--- src/rtl/cmt_pkg.sv ---
// Commit stage shared definitions

package cmt_pkg;

   // Datapath widths
   localparam int PC_W   = 30;  // Word-aligned program counter
   localparam int DW     = 32;  // Operand and data width
   localparam int AW     = 32;  // Data bus address width
   localparam int PRF_AW = 6;   // Physical register index

   // Memory opcode carried by each commit slot
   typedef enum logic [1:0] {
      LSU_NONE  = 2'd0,
      LSU_LOAD  = 2'd1,
      LSU_STORE = 2'd2
   } lsu_op_t;

   // True for any slot that needs the data bus
   function automatic logic is_mem(lsu_op_t op);
      return (op != LSU_NONE);
   endfunction

   // Loads are the only memory ops that write back
   function automatic logic is_load(lsu_op_t op);
      return (op == LSU_LOAD);
   endfunction

endpackage
--- src/rtl/cmt_top.sv ---
// Commit stage top level

module cmt_top
   import cmt_pkg::*;
#(
   parameter int P_COMMIT_WIDTH = 2
)
(
   input  logic                      clk,
   input  logic                      rst,
   // Reorder buffer heads
   input  logic [(1<<P_COMMIT_WIDTH)-1:0]    cmt_valid,
   input  lsu_op_t [(1<<P_COMMIT_WIDTH)-1:0] cmt_lsu_op,
   input  logic [(1<<P_COMMIT_WIDTH)-1:0]    cmt_is_br,
   input  logic [(1<<P_COMMIT_WIDTH)-1:0]    cmt_fls,
   // Slot 0 fields
   input  logic [PC_W-1:0]           cmt_pc0,
   input  logic [PC_W-1:0]           cmt_fls_tgt0,
   input  logic                      bpu_pred_taken,
   input  logic [PC_W-1:0]           bpu_pred_tgt,
   input  logic [DW-1:0]             cmt_opera0,
   input  logic [DW-1:0]             cmt_operb0,
   input  logic [PRF_AW-1:0]         cmt_prd0,
   input  logic                      cmt_prd_we0,
   // To the reorder buffer
   output logic [(1<<P_COMMIT_WIDTH)-1:0]    cmt_fire,
   output logic [P_COMMIT_WIDTH:0]   cmt_pop_size,
   // Pipeline flush
   output logic                      flush,
   output logic [PC_W-1:0]           flush_tgt,
   // Branch predictor update
   output logic                      bpu_wb,
   output logic                      bpu_wb_taken,
   output logic [PC_W-1:0]           bpu_wb_pc,
   output logic [PC_W-1:0]           bpu_wb_npc_act,
   // Wishbone data bus
   output logic                      wb_cyc,
   output logic                      wb_stb,
   output logic                      wb_we,
   output logic [AW-1:0]             wb_adr,
   output logic [DW-1:0]             wb_dat_w,
   input  logic [DW-1:0]             wb_dat_r,
   input  logic                      wb_ack,
   // Register file write
   output logic                      prf_we,
   output logic [PRF_AW-1:0]         prf_waddr,
   output logic [DW-1:0]             prf_wdata
);

   logic mem_req;   // Slot 0 load or store waiting
   logic mem_done;  // Bus acknowledge

   cmt_select #(
      .P_COMMIT_WIDTH (P_COMMIT_WIDTH)
   ) cmt_select_i (
      .clk            (clk),
      .rst            (rst),
      .cmt_valid      (cmt_valid),
      .cmt_lsu_op     (cmt_lsu_op),
      .cmt_is_br      (cmt_is_br),
      .cmt_fls        (cmt_fls),
      .cmt_pc0        (cmt_pc0),
      .cmt_fls_tgt0   (cmt_fls_tgt0),
      .bpu_pred_taken (bpu_pred_taken),
      .bpu_pred_tgt   (bpu_pred_tgt),
      .cmt_fire       (cmt_fire),
      .cmt_pop_size   (cmt_pop_size),
      .flush          (flush),
      .flush_tgt      (flush_tgt),
      .mem_req        (mem_req),
      .mem_done       (mem_done),
      .bpu_wb         (bpu_wb),
      .bpu_wb_taken   (bpu_wb_taken),
      .bpu_wb_pc      (bpu_wb_pc),
      .bpu_wb_npc_act (bpu_wb_npc_act)
   );

   cmt_mem_port cmt_mem_port_i (
      .clk         (clk),
      .rst         (rst),
      .mem_req     (mem_req),
      .mem_done    (mem_done),
      .cmt_lsu_op0 (cmt_lsu_op[0]),  // Only the oldest slot reaches the bus
      .cmt_opera0  (cmt_opera0),
      .cmt_operb0  (cmt_operb0),
      .cmt_prd0    (cmt_prd0),
      .cmt_prd_we0 (cmt_prd_we0),
      .wb_cyc      (wb_cyc),
      .wb_stb      (wb_stb),
      .wb_we       (wb_we),
      .wb_adr      (wb_adr),
      .wb_dat_w    (wb_dat_w),
      .wb_dat_r    (wb_dat_r),
      .wb_ack      (wb_ack),
      .prf_we      (prf_we),
      .prf_waddr   (prf_waddr),
      .prf_wdata   (prf_wdata)
   );

endmodule

--- src/rtl/cmt_mem_port.sv ---
// Commit memory port with Wishbone master

module cmt_mem_port
   import cmt_pkg::*;
(
   input  logic                clk,
   input  logic                rst,
   // Selector handshake
   input  logic                mem_req,
   output logic                mem_done,
   // Slot 0 operands
   input  lsu_op_t             cmt_lsu_op0,
   input  logic [DW-1:0]       cmt_opera0,   // Address
   input  logic [DW-1:0]       cmt_operb0,   // Store data
   input  logic [PRF_AW-1:0]   cmt_prd0,
   input  logic                cmt_prd_we0,
   // Wishbone classic master
   output logic                wb_cyc,
   output logic                wb_stb,
   output logic                wb_we,
   output logic [AW-1:0]       wb_adr,
   output logic [DW-1:0]       wb_dat_w,
   input  logic [DW-1:0]       wb_dat_r,
   input  logic                wb_ack,
   // Register file write
   output logic                prf_we,
   output logic [PRF_AW-1:0]   prf_waddr,
   output logic [DW-1:0]       prf_wdata
);

   typedef enum logic {
      S_IDLE,
      S_PENDING
   } state_t;

   state_t         state;
   logic           start;
   logic [AW-1:0]  adr_q;
   logic [DW-1:0]  dat_q;
   logic           we_q;
   logic           load_q;

   assign start = (state == S_IDLE) & mem_req;

   always_ff @(posedge clk)
   begin
      if (rst)
      begin
         state <= S_IDLE;
      end
      else
      begin
         case (state)
            S_IDLE:
            begin
               if (mem_req)
               begin
                  state <= S_PENDING;
               end
            end
            S_PENDING:
            begin
               if (wb_ack)
               begin
                  state <= S_IDLE;  // Bus cycle ends next clock
               end
            end
            default:
            begin
               state <= S_IDLE;
            end
         endcase
      end
   end

   // Request is frozen for the whole bus cycle
   always_ff @(posedge clk)
   begin
      if (start)
      begin
         adr_q  <= AW'(cmt_opera0);
         dat_q  <= cmt_operb0;
         we_q   <= (cmt_lsu_op0 == LSU_STORE);
         load_q <= is_load(cmt_lsu_op0);
      end
   end

   assign wb_cyc   = (state == S_PENDING);
   assign wb_stb   = (state == S_PENDING);
   assign wb_we    = we_q;
   assign wb_adr   = adr_q;
   assign wb_dat_w = dat_q;

   assign mem_done = (state == S_PENDING) & wb_ack;

   // Load data goes straight from the bus to the register file
   assign prf_we    = mem_done & load_q & cmt_prd_we0;
   assign prf_waddr = cmt_prd0;
   assign prf_wdata = wb_dat_r;

endmodule

--- src/rtl/cmt_select.sv ---
// Commit slot selector

module cmt_select
   import cmt_pkg::*;
#(
   parameter int P_COMMIT_WIDTH = 2
)
(
   input  logic                      clk,
   input  logic                      rst,
   // Reorder buffer heads
   input  logic [(1<<P_COMMIT_WIDTH)-1:0]    cmt_valid,
   input  lsu_op_t [(1<<P_COMMIT_WIDTH)-1:0] cmt_lsu_op,
   input  logic [(1<<P_COMMIT_WIDTH)-1:0]    cmt_is_br,
   input  logic [(1<<P_COMMIT_WIDTH)-1:0]    cmt_fls,
   input  logic [PC_W-1:0]           cmt_pc0,
   input  logic [PC_W-1:0]           cmt_fls_tgt0,
   input  logic                      bpu_pred_taken,
   input  logic [PC_W-1:0]           bpu_pred_tgt,
   // Retire report
   output logic [(1<<P_COMMIT_WIDTH)-1:0]    cmt_fire,
   output logic [P_COMMIT_WIDTH:0]   cmt_pop_size,
   // Pipeline flush
   output logic                      flush,
   output logic [PC_W-1:0]           flush_tgt,
   // Memory port handshake
   output logic                      mem_req,
   input  logic                      mem_done,
   // Branch predictor update
   output logic                      bpu_wb,
   output logic                      bpu_wb_taken,
   output logic [PC_W-1:0]           bpu_wb_pc,
   output logic [PC_W-1:0]           bpu_wb_npc_act
);

   localparam int CW = (1 << P_COMMIT_WIDTH);  // Number of commit slots

   logic [CW-1:0]    single;         // Slot must retire alone
   logic [CW-1:0]    cmt_mask;
   logic [CW-1:0]    ready_to_fire;
   logic             cmt_ce;         // Stage enable
   logic             fls_q;
   logic [PC_W-1:0]  fls_tgt_q;
   logic             fls_d;

   // Memory ops, flushes and branches each retire on their own
   always_comb
   begin
      for (int i = 0; i < CW; i++)
      begin
         single[i] = is_mem(cmt_lsu_op[i]) | cmt_fls[i] | cmt_is_br[i];
      end
   end

   // Slot 0 always goes; a single slot 0 blocks all the rest, and any
   // single slot further up cuts the group short at that point
   always_comb
   begin
      cmt_mask[0] = 1'b1;
      for (int j = 1; j < CW; j++)
      begin
         cmt_mask[j] = cmt_mask[j-1] & ~single[j] & ~single[0];
      end
   end

   assign ready_to_fire = cmt_valid & cmt_mask;

   // Slot 0 hands its load or store to the memory port
   assign mem_req = ready_to_fire[0] & is_mem(cmt_lsu_op[0]) & ~fls_q;

   // Hold the stage until the bus acknowledges
   assign cmt_ce = ~mem_req | mem_done;

   assign cmt_fire = ready_to_fire & {CW{cmt_ce & ~fls_q}};

   // Count of retired slots
   always_comb
   begin
      cmt_pop_size = '0;
      for (int k = 0; k < CW; k++)
      begin
         cmt_pop_size = cmt_pop_size + {{P_COMMIT_WIDTH{1'b0}}, cmt_fire[k]};
      end
   end

   // One-cycle flush; clears itself on the cycle it is active
   assign fls_d = cmt_fls[0] & ~fls_q;

   always_ff @(posedge clk)
   begin
      if (rst)
      begin
         fls_q <= 1'b0;
      end
      else if (cmt_fire[0] | fls_q)
      begin
         fls_q <= fls_d;
      end
   end

   always_ff @(posedge clk)
   begin
      if (cmt_fire[0])
      begin
         fls_tgt_q <= cmt_fls_tgt0;  // Redirect target of the oldest slot
      end
   end

   assign flush     = fls_q;
   assign flush_tgt = fls_tgt_q;

   // A flushing branch was mispredicted, so its outcome is the opposite
   // of the prediction and its real next pc is the flush target
   assign bpu_wb         = cmt_fire[0] & cmt_is_br[0];
   assign bpu_wb_taken   = bpu_pred_taken ^ cmt_fls[0];
   assign bpu_wb_pc      = cmt_pc0;
   assign bpu_wb_npc_act = cmt_fls[0] ? cmt_fls_tgt0 : bpu_pred_tgt;

endmodule

--- config.mk ---
export PLATFORM = sky130hd
export DESIGN_NAME = cmt_top
export DESIGN_NICKNAME = d
export VERILOG_FILES = /design/src/rtl/cmt_pkg.sv /design/src/rtl/cmt_top.sv /design/src/rtl/cmt_mem_port.sv /design/src/rtl/cmt_select.sv
export SDC_FILE = /design/constraint.sdc
export NUM_CORES = 1
export LEC_CHECK = 0
export BUFFER_PORTS_ARGS = -buffer_cell sky130_fd_sc_hd__clkbuf_2
export CAP_MARGIN = 20
export CORE_AREA = 2 2 166 168
export DETAILED_ROUTE_END_ITERATION = 7
export DIE_AREA = 0 0 168 170
export PLACE_DENSITY = 0.44
export SYNTH_ARGS = -nofsm -noshare
export SYNTH_HDL_FRONTEND = slang
export SYNTH_SLANG_ARGS = --single-unit
--- constraint.sdc ---
create_clock -name clk -period 5.8 [get_ports clk]
set_input_delay 0.29 -clock clk [delete_from_list [all_inputs] [get_ports clk]]
set_output_delay 0.29 -clock clk [all_outputs]
set_load 0.005 [all_outputs]
==> metrics.txt, run 1 <==
# TYPE chip_impl_metric gauge
chip_impl_metric{name="finalWeightedCongestion",unit=""} 0.700
chip_impl_metric{name="nNetsFinal",unit=""} 676
chip_impl_metric{name="worst_setup_hold_path_clk_slew",unit="ns"} 0.08
chip_impl_metric{name="grt_pass1_vias",unit=""} 2777
chip_impl_metric{name="maxClockFrequency",unit="MHz"} 345
chip_impl_metric{name="vias",unit=""} 2763
chip_impl_metric{name="cellLeakagePower",unit="nW"} 2.48
chip_impl_metric{name="fin_total_pwr",unit="W"} 0.00161
chip_impl_metric{name="report.final.setup_viol",unit=""} 0
chip_impl_info{name="cp_cell_sequence",value="a2bb2oi_1, nor2_4, buf_16, ha_1, fa_1, ha_1, clkbuf_2"} 1
chip_impl_info{name="most_common_library_cell_in_the_layout_ignoring_fill_and_taps",value="sky130_fd_sc_hd__clkbuf_2"} 1
chip_impl_metric{name="detail_route.first_pass.iterations",unit=""} 3
chip_impl_info{name="end_kind",value="output port"} 1
chip_impl_metric{name="share_clk_of_total_power",unit="%"} 37.5
chip_impl_metric{name="die_w",unit="um"} 168
chip_impl_info{name="synth_top_cells_by_area",value="sky130_fd_sc_hd__edfxtp_1 (71%), sky130_fd_sc_hd__buf_4 (13%), sky130_fd_sc_hd__mux2_2 (8.4%)"} 1
chip_impl_metric{name="totalNegativeSetupSlack",unit="ns"} 0
chip_impl_metric{name="synth_largest_type_area_fraction",unit="%"} 71.4
chip_impl_metric{name="yosysWarningCount",unit=""} 0
chip_impl_metric{name="min_period_over_period",unit="%"} 50.0
chip_impl_metric{name="postCtsHoldBufs",unit=""} 0
chip_impl_metric{name="critical_path_cell_count",unit=""} 7
chip_impl_metric{name="chipHeight",unit="um"} 170
chip_impl_metric{name="grt_start_max_net_pins",unit=""} 68
chip_impl_metric{name="clock_sink_count",unit=""} 98
chip_impl_info{name="critical_path.startpoint_type",value="flop"} 1
chip_impl_metric{name="final_cell_area",unit="sq mm"} 0.00568
chip_impl_metric{name="cts_resized",unit=""} 0
chip_impl_info{name="crit_slowest_cell",value="sky130_fd_sc_hd__dfxtp_1"} 1
chip_impl_metric{name="global_route_wire_length_before_repair",unit="um"} 17000
chip_impl_metric{name="swShare",unit="%"} 24.5
chip_impl_metric{name="core",unit="sq mm"} 0.0267
chip_impl_info{name="min-delay-path-class",value="input pin to flop"} 1
chip_impl_metric{name="post-cts-setup-buffer-count",unit=""} 0
chip_impl_metric{name="post_synth_num_cell_types",unit=""} 23
chip_impl_info{name="status",value="completed"} 1
chip_impl_info{name="synth_area_leader_cell",value="sky130_fd_sc_hd__edfxtp_1"} 1
chip_impl_metric{name="peak_per_stage_delay_on_the_critical_path",unit="ns"} 0.43
chip_impl_metric{name="final_layout_size_suffix_gt1_share",unit="%"} 73.5
chip_impl_metric{name="clock_network_latency_to_the_later_pin_of_the_worst_skew_pair",unit="ns"} 0.35
chip_impl_metric{name="synth_simple_gate_area_share",unit="%"} 3.56
chip_impl_metric{name="fp.dieArea",unit="sq mm"} 0.0286
chip_impl_metric{name="reg2reg_setup_slack",unit="ns"} 4.03
chip_impl_metric{name="std_cell_rows",unit=""} 60
chip_impl_metric{name="mappedNetlistArea",unit="sq mm"} 0.00404
chip_impl_metric{name="tritoncts.num_buffers",unit=""} 9
chip_impl_metric{name="buffer_ports.inserted",unit=""} 286
chip_impl_metric{name="synth.net_count",unit=""} 449
chip_impl_info{name="critPathMostFrequentCell",value="sky130_fd_sc_hd__ha_1"} 1
chip_impl_metric{name="seq_power_share",unit="%"} 51.8
chip_impl_metric{name="worstPathArrival",unit="ns"} 2.61
chip_impl_metric{name="power.share.combinational",unit="%"} 10.7
chip_impl_info{name="worst_setup_path_endpoint",value="cmt_pop_size[1]"} 1
chip_impl_metric{name="initial_utilization",unit="%"} 15.1
chip_impl_metric{name="cellInternalPower",unit="W"} 0.00122
chip_impl_metric{name="total_wirelength_of_the_detailed_routed_design",unit="um"} 12400
chip_impl_info{name="worst_r2r_endpoint",value="cmt_mem_port_i.wb_dat_w[20]"} 1
chip_impl_info{name="cts_tree",value="yes"} 1
chip_impl_metric{name="drt_iter0_drc",unit=""} 143
chip_impl_metric{name="fin_skew",unit="ns"} 0.0161
chip_impl_metric{name="critical_path_buf_inv_count",unit=""} 2
chip_impl_metric{name="worst-r2r-cell-count",unit=""} 3
chip_impl_metric{name="required",unit="ns"} 5.51
chip_impl_info{name="timing.critical_path.from",value="cmt_mem_port_i.wb_cyc"} 1
chip_impl_metric{name="p_sw",unit="W"} 0.000395
chip_impl_metric{name="routed_via_density",unit=""} 3.45
chip_impl_metric{name="number_of_top_level_design_ports",unit=""} 423
chip_impl_metric{name="post_syn_area_per_cell",unit="sq um"} 17.6
chip_impl_metric{name="report.final.hold_viol_count",unit=""} 0
chip_impl_metric{name="slew_headroom",unit="%"} 42.4
chip_impl_metric{name="syn_to_final_growth",unit="%"} 40.8
chip_impl_metric{name="ys_seq_area_share",unit="%"} 72.4
chip_impl_info{name="r2r-start",value="cmt_select_i.flush"} 1
chip_impl_info{name="cts-root-buf",value="sky130_fd_sc_hd__clkbuf_16"} 1
chip_impl_info{name="combinational_family_with_the_most_area_after_synthesis",value="buffers and inverters"} 1
chip_impl_metric{name="synthAdderAreaFrac",unit="%"} 1.12
chip_impl_metric{name="drt.antenna.violating_nets",unit=""} 0
chip_impl_info{name="final_cell_mix",value="sky130_fd_sc_hd__clkbuf_2 (286), sky130_fd_sc_hd__edfxtp_1 (96), sky130_fd_sc_hd__mux2_2 (30), sky130_fd_sc_hd__clkbuf_16 (9), sky130_fd_sc_hd__nor2_1 (4)"} 1
chip_impl_metric{name="max_slew.worst_pin.slew",unit="ns"} 0.863
chip_impl_metric{name="cts-htree-levels",unit=""} 3
chip_impl_metric{name="post_drt_wl_per_cell",unit="um"} 15.5
chip_impl_metric{name="post_synth_xor_area_fraction",unit="%"} 0.217
chip_impl_metric{name="critical_path_peak_fanout",unit=""} 21
chip_impl_metric{name="report.final.slew_viol_count",unit=""} 0
chip_impl_metric{name="muxShareOfSynthArea",unit="%"} 8.37
chip_impl_metric{name="detail_route.drc_violations",unit=""} 0
chip_impl_metric{name="syn-instance-count",unit=""} 229
chip_impl_info{name="rsz0062_at_grt",value="false"} 1
chip_impl_metric{name="globalRoute.totalOverflow",unit=""} 0
chip_impl_info{name="setup.worst_path.class",value="flop to output port"} 1
chip_impl_metric{name="antenna_cells_inserted",unit=""} 0
chip_impl_metric{name="area_fraction_in_compound_gates_after_synthesis",unit="%"} 0.465
chip_impl_metric{name="power_density",unit="mW/mm^2"} 283
chip_impl_metric{name="clk_path_buf_depth",unit=""} 2
chip_impl_metric{name="postSynthRegisterBits",unit=""} 98
chip_impl_metric{name="min_period",unit="ns"} 2.90
chip_impl_metric{name="peakVddDrop",unit="mV"} 0.101
chip_impl_info{name="critical-path-top-delay-family",value="adder cells"} 1
chip_impl_metric{name="dp_hpwl",unit="um"} 9680
chip_impl_metric{name="track_usage",unit="%"} 8.27
chip_impl_metric{name="grt_antenna_before_repair",unit=""} 0
chip_impl_metric{name="post_dp_cell_area",unit="sq mm"} 0.00537
chip_impl_metric{name="timing.max_cap.violations",unit=""} 0
## cells in the mapped netlist
cell and count:
sky130_fd_sc_hd__dfxtp_1 2, sky130_fd_sc_hd__ha_1 2, sky130_fd_sc_hd__buf_6 2, sky130_fd_sc_hd__and3_1 1, sky130_fd_sc_hd__xor2_1 1, sky130_fd_sc_hd__nor2_1 5, sky130_fd_sc_hd__nor2b_1 3, sky130_fd_sc_hd__nand2b_4 1
sky130_fd_sc_hd__buf_4 71, sky130_fd_sc_hd__inv_1 1, sky130_fd_sc_hd__and2_1 1, sky130_fd_sc_hd__and4_1 1, sky130_fd_sc_hd__a2bb2oi_1 1, sky130_fd_sc_hd__o21ba_2 1, sky130_fd_sc_hd__fa_1 1, sky130_fd_sc_hd__nor4_4 1
sky130_fd_sc_hd__mux2_2 30, sky130_fd_sc_hd__nor4b_1 2, sky130_fd_sc_hd__nand2_1 1, sky130_fd_sc_hd__nand4_1 1, sky130_fd_sc_hd__nor3_1 2, sky130_fd_sc_hd__edfxtp_1 96, sky130_fd_sc_hd__nor4_1 2
## cell type report
| type | count | area [sq um] |
|---|---|---|
| Fill cell | 2850 | 21000 |
| Sequential cell | 98 | 2920 |
| Clock buffer | 10 | 229 |
| Clock inverter | 6 | 61.3 |
| Timing Repair Buffer | 289 | 1470 |
| Inverter | 1 | 3.75 |
| Tap cell | 341 | 427 |
| Multi-Input combinational cell | 57 | 567 |
## power groups by stage
stage | logic, W | clock network [W] | registers [W]
final | 0.000173 | 0.000604 | 0.000835
after global routing | 0.000190 | 0.000669 | 0.000838
after CTS | 0.000176 | 0.000646 | 0.000836
after detailed placement | 0.000175 | 0 | 0.000852
after global placement | 0.000174 | 0 | 0.000851
after floorplan | 0.0000859 | 0 | 0.000860
## registers in the layout, summed over array words and instances (netlist names)
signal	cells
cmt_mem_port_i.wb_cyc	1
cmt_mem_port_i.wb_we	1
cmt_mem_port_i.load_q	1
cmt_mem_port_i.wb_dat_w	32
cmt_select_i.flush_tgt	30
cmt_select_i.flush	1
cmt_mem_port_i.wb_adr	32
## stage by stage
stage / std cells / util, % / hold WS [ns] / setup slack, ns
global placement: 785 / 20.1 / 0.467 / 2.95
finish: 802 / 21.3 / 0.106 / 2.90
CTS: 801 / 21.2 / 0.0817 / 2.47
global route: 802 / 21.3 / 0.0821 / 2.72
detailed placement: 785 / 20.1 / 0.469 / 2.83
floorplan: 229 / - / 0.367 / 0.129
## worst min-delay path by stage
stage,start,cells past startpoint,to,slack [ns]
floorplan,rst,1,cmt_select_i.flush,0.37
global placement,cmt_opera0[11],1,cmt_mem_port_i.wb_adr[11],0.47
detailed placement,cmt_opera0[21],1,cmt_mem_port_i.wb_adr[21],0.47
CTS,rst,2,cmt_select_i.flush,0.08
global route,cmt_opera0[16],1,cmt_mem_port_i.wb_adr[16],0.08
finish,rst,2,cmt_select_i.flush,0.11
## logic make-up (layout without fill, tap and decap cells)
logic type | count (synthesis) | count (layout)
multiplexers | 30 | 30
AO/OA/AOI/OAI | 2 | 2
XOR/XNOR | 1 | 1
AND/OR/NAND/NOR | 21 | 21
adder cells (fa/ha/maj) | 3 | 3
buffers and inverters | 74 | 306
flip-flops | 98 | 98
## worst reg2reg max path, delay by kind of cell, from the launching register on
kind | cells | cell delay, ns
buf+inv | 1 | 0.66
simple gates | 2 | 0.31
flops | 1 | 0.35
## layer usage
metal | share of wire, % | GRT usage, % | up-vias
li1 | - | - | 1228
met1 | 37 | 8.41 | 1260
met2 | 47 | 13.4 | 238
met3 | 13 | 4.53 | 37
met4 | 3.5 | 5.03 | 0
met5 | 0 | 0 | -
No activity file was read; power rests on OpenSTA's default activity.
==> inputs of run 2 (changes only) <==
- PLACE_DENSITY: 0.44 -> 0.42
- clock period: 5.8 -> 2.9 ns (I/O delays scaled with it)
==> run 2 against run 1 <==
Combinational power rose to 2.6 times the previous value. Sequential cell count stayed put. Routed wire length is 12% higher. Critical path depth down 1. Cell area grew 16%. Sequential power increased by 100%. Power up 100%. Global-route usage grew 1.1 points. Clock power rose by 94%. Via count rose by 12%. Sequential share of layout area decreased by 7.1 points. Critical path type unchanged. Largest cell class unchanged.
==> metrics.txt, run 2 (synthesis results as in run 1) <==
# TYPE chip_impl_metric gauge
chip_impl_metric{name="drt_iter0_drc",unit=""} 76
chip_impl_metric{name="routed-wl-met2",unit="um"} 6830
chip_impl_metric{name="detail_route.first_pass.iterations",unit=""} 4
chip_impl_metric{name="grt_pass1_vias",unit=""} 3289
chip_impl_metric{name="total_wirelength_of_the_detailed_routed_design",unit="um"} 14000
chip_impl_metric{name="clk_path_buf_depth",unit=""} 2
chip_impl_info{name="cts-root-buf",value="sky130_fd_sc_hd__clkbuf_16"} 1
chip_impl_metric{name="core",unit="sq mm"} 0.0267
chip_impl_metric{name="grt_start_max_net_pins",unit=""} 68
chip_impl_metric{name="chipHeight",unit="um"} 170
chip_impl_metric{name="cts-htree-levels",unit=""} 3
chip_impl_info{name="end_kind",value="output port"} 1
chip_impl_metric{name="vias",unit=""} 3097
chip_impl_metric{name="layout.filler_cells",unit=""} 2767
chip_impl_metric{name="drt.antenna.violating_nets",unit=""} 0
chip_impl_info{name="timing.critical_path.from",value="cmt_select_i.flush"} 1
chip_impl_metric{name="cellLeakagePower",unit="nW"} 2.86
chip_impl_metric{name="grt_antenna_before_repair",unit=""} 0
chip_impl_metric{name="nNetsFinal",unit=""} 768
chip_impl_metric{name="post_drt_wl_per_cell",unit="um"} 15.6
chip_impl_info{name="r2r-start",value="cmt_select_i.flush"} 1
chip_impl_metric{name="dr_wl_met3",unit="um"} 1540
chip_impl_info{name="most_common_library_cell_in_the_layout_ignoring_fill_and_taps",value="sky130_fd_sc_hd__clkbuf_2"} 1
chip_impl_metric{name="final_core_utilization",unit="%"} 24.7
chip_impl_metric{name="report.final.slew_viol_count",unit=""} 0
chip_impl_metric{name="worst-r2r-cell-count",unit=""} 3
chip_impl_metric{name="clock_network_latency_to_the_later_pin_of_the_worst_skew_pair",unit="ns"} 0.35
chip_impl_metric{name="global_route_wire_length_before_repair",unit="um"} 19600
chip_impl_metric{name="critical_path_peak_fanout",unit=""} 4
chip_impl_metric{name="timing.hold.worst_path_depth",unit=""} 1
chip_impl_info{name="final_cell_mix",value="sky130_fd_sc_hd__clkbuf_2 (286), sky130_fd_sc_hd__edfxtp_1 (96), sky130_fd_sc_hd__dlygate4sd3_1 (92), sky130_fd_sc_hd__mux2_2 (30), sky130_fd_sc_hd__clkbuf_16 (9)"} 1
chip_impl_metric{name="syn_to_final_growth",unit="%"} 63.2
chip_impl_metric{name="worst_setup_hold_path_clk_slew",unit="ns"} 0.08
chip_impl_metric{name="report.final.setup_viol",unit=""} 0
chip_impl_metric{name="buffer_ports.inserted",unit=""} 286
chip_impl_metric{name="finalWeightedCongestion",unit=""} 0.759
chip_impl_metric{name="globalRoute.totalOverflow",unit=""} 0
chip_impl_metric{name="dp_hpwl",unit="um"} 10900
chip_impl_info{name="setup.worst_path.class",value="flop to output port"} 1
chip_impl_metric{name="fin_total_pwr",unit="W"} 0.00329
chip_impl_metric{name="drt-met1-wl",unit="um"} 5290
chip_impl_metric{name="detail_route.drc_violations",unit=""} 0
chip_impl_metric{name="final_layout_size_suffix_gt1_share",unit="%"} 61.3
chip_impl_metric{name="min_period",unit="ns"} 2.39
chip_impl_info{name="min-delay-path-class",value="input pin to flop"} 1
chip_impl_metric{name="totalNegativeSetupSlack",unit="ns"} 0
chip_impl_metric{name="peakVddDrop",unit="mV"} 0.261
chip_impl_metric{name="tritoncts.num_buffers",unit=""} 9
chip_impl_metric{name="power_density",unit="mW/mm^2"} 500
chip_impl_metric{name="antenna_cells_inserted",unit=""} 0
chip_impl_metric{name="number_of_top_level_design_ports",unit=""} 423
chip_impl_metric{name="clock_sink_count",unit=""} 98
chip_impl_info{name="critical_path.startpoint_type",value="flop"} 1
chip_impl_metric{name="report.final.hold_viol_count",unit=""} 0
chip_impl_metric{name="fp.dieArea",unit="sq mm"} 0.0286
chip_impl_metric{name="preCtsSetupSlack",unit="ns"} 0.873
chip_impl_info{name="worst_hold_startpoint",value="cmt_fls_tgt0[21]"} 1
chip_impl_info{name="cts_tree",value="yes"} 1
chip_impl_metric{name="min_period_over_period",unit="%"} 82.3
chip_impl_metric{name="required",unit="ns"} 2.76
chip_impl_metric{name="routed_via_density",unit=""} 3.46
chip_impl_metric{name="fin_skew",unit="ns"} 0.0149
chip_impl_metric{name="setup_slack",unit="ns"} 0.513
chip_impl_metric{name="area.sequential",unit="sq mm"} 0.00292
chip_impl_metric{name="maxClockFrequency",unit="MHz"} 419
chip_impl_metric{name="worstPathArrival",unit="ns"} 2.24
chip_impl_metric{name="slew_headroom",unit="%"} 43.2
chip_impl_metric{name="track_usage",unit="%"} 9.39
chip_impl_metric{name="initial_utilization",unit="%"} 15.1
chip_impl_info{name="status",value="completed"} 1
chip_impl_info{name="uppermost_layer_routed",value="met4"} 1
chip_impl_metric{name="hold_slack",unit="ns"} 0.0211
chip_impl_info{name="rsz0062_at_grt",value="false"} 1
chip_impl_metric{name="multi_input_comb_area",unit="sq um"} 573
chip_impl_metric{name="max_slew.worst_pin.slew",unit="ns"} 0.852
chip_impl_metric{name="die_w",unit="um"} 168
chip_impl_metric{name="std_cell_rows",unit=""} 60
chip_impl_metric{name="timing.max_cap.violations",unit=""} 0
-- run 2: cell type report --
| class | instances | share of cell area, % |
|---|---|---|
| Clock buffer | 9 | 3.42 |
| Clock inverter | 7 | 0.931 |
| Inverter | 1 | 0.0570 |
| Multi-Input combinational cell | 57 | 8.70 |
| Sequential cell | 98 | 44.4 |
| Tap cell | 341 | 6.48 |
| Timing Repair Buffer | 381 | 36.0 |
-- run 2: path summary, 6_finish.rpt --
| check | to | slack [ns] |
|---|---|---|
| worst max-delay path | cmt_pop_size[1] | 0.51 |
| worst min register to register | cmt_select_i.flush | 0.66 |
| worst min-delay path | cmt_select_i.flush_tgt[21] | 0.02 |
| worst max register to register | cmt_mem_port_i.wb_dat_w[17] | 1.13 |
-- run 2: critical path, stage by stage, from the launching register on --
cell                       delay (ns)
sky130_fd_sc_hd__dfxtp_1         0.34
sky130_fd_sc_hd__nor4b_1         0.33
sky130_fd_sc_hd__and3_1          0.22
sky130_fd_sc_hd__ha_1            0.24
sky130_fd_sc_hd__fa_1            0.37
sky130_fd_sc_hd__ha_1            0.27
sky130_fd_sc_hd__clkbuf_2        0.11
-- run 2: routing by layer --
metal | vias up | GRT usage, %
met5 | - | 0
met4 | 0 | 4.05
met3 | 25 | 4.58
met2 | 250 | 16.2
met1 | 1412 | 9.72
li1 | 1410 | -
-- run 2: per-stage QoR --
stage	cell area, sq um	std cells
floorplan	4050	229
global placement	5380	786
detailed placement	5380	786
CTS	6590	894
global route	6590	894
finish	6590	894
-- run 2: report_power, final --
part           internal, W  switching [W]  leakage, nW
sequential         0.00165      0.0000231        0.918
clock             0.000600       0.000573        0.141
combinational     0.000259       0.000188         1.80
-- run 2: timing repair --
item	CTS	global route
setup buffers	0	0
hold buffers	92	0
hold endpoints to repair	92	0
gates resized for setup	0	0
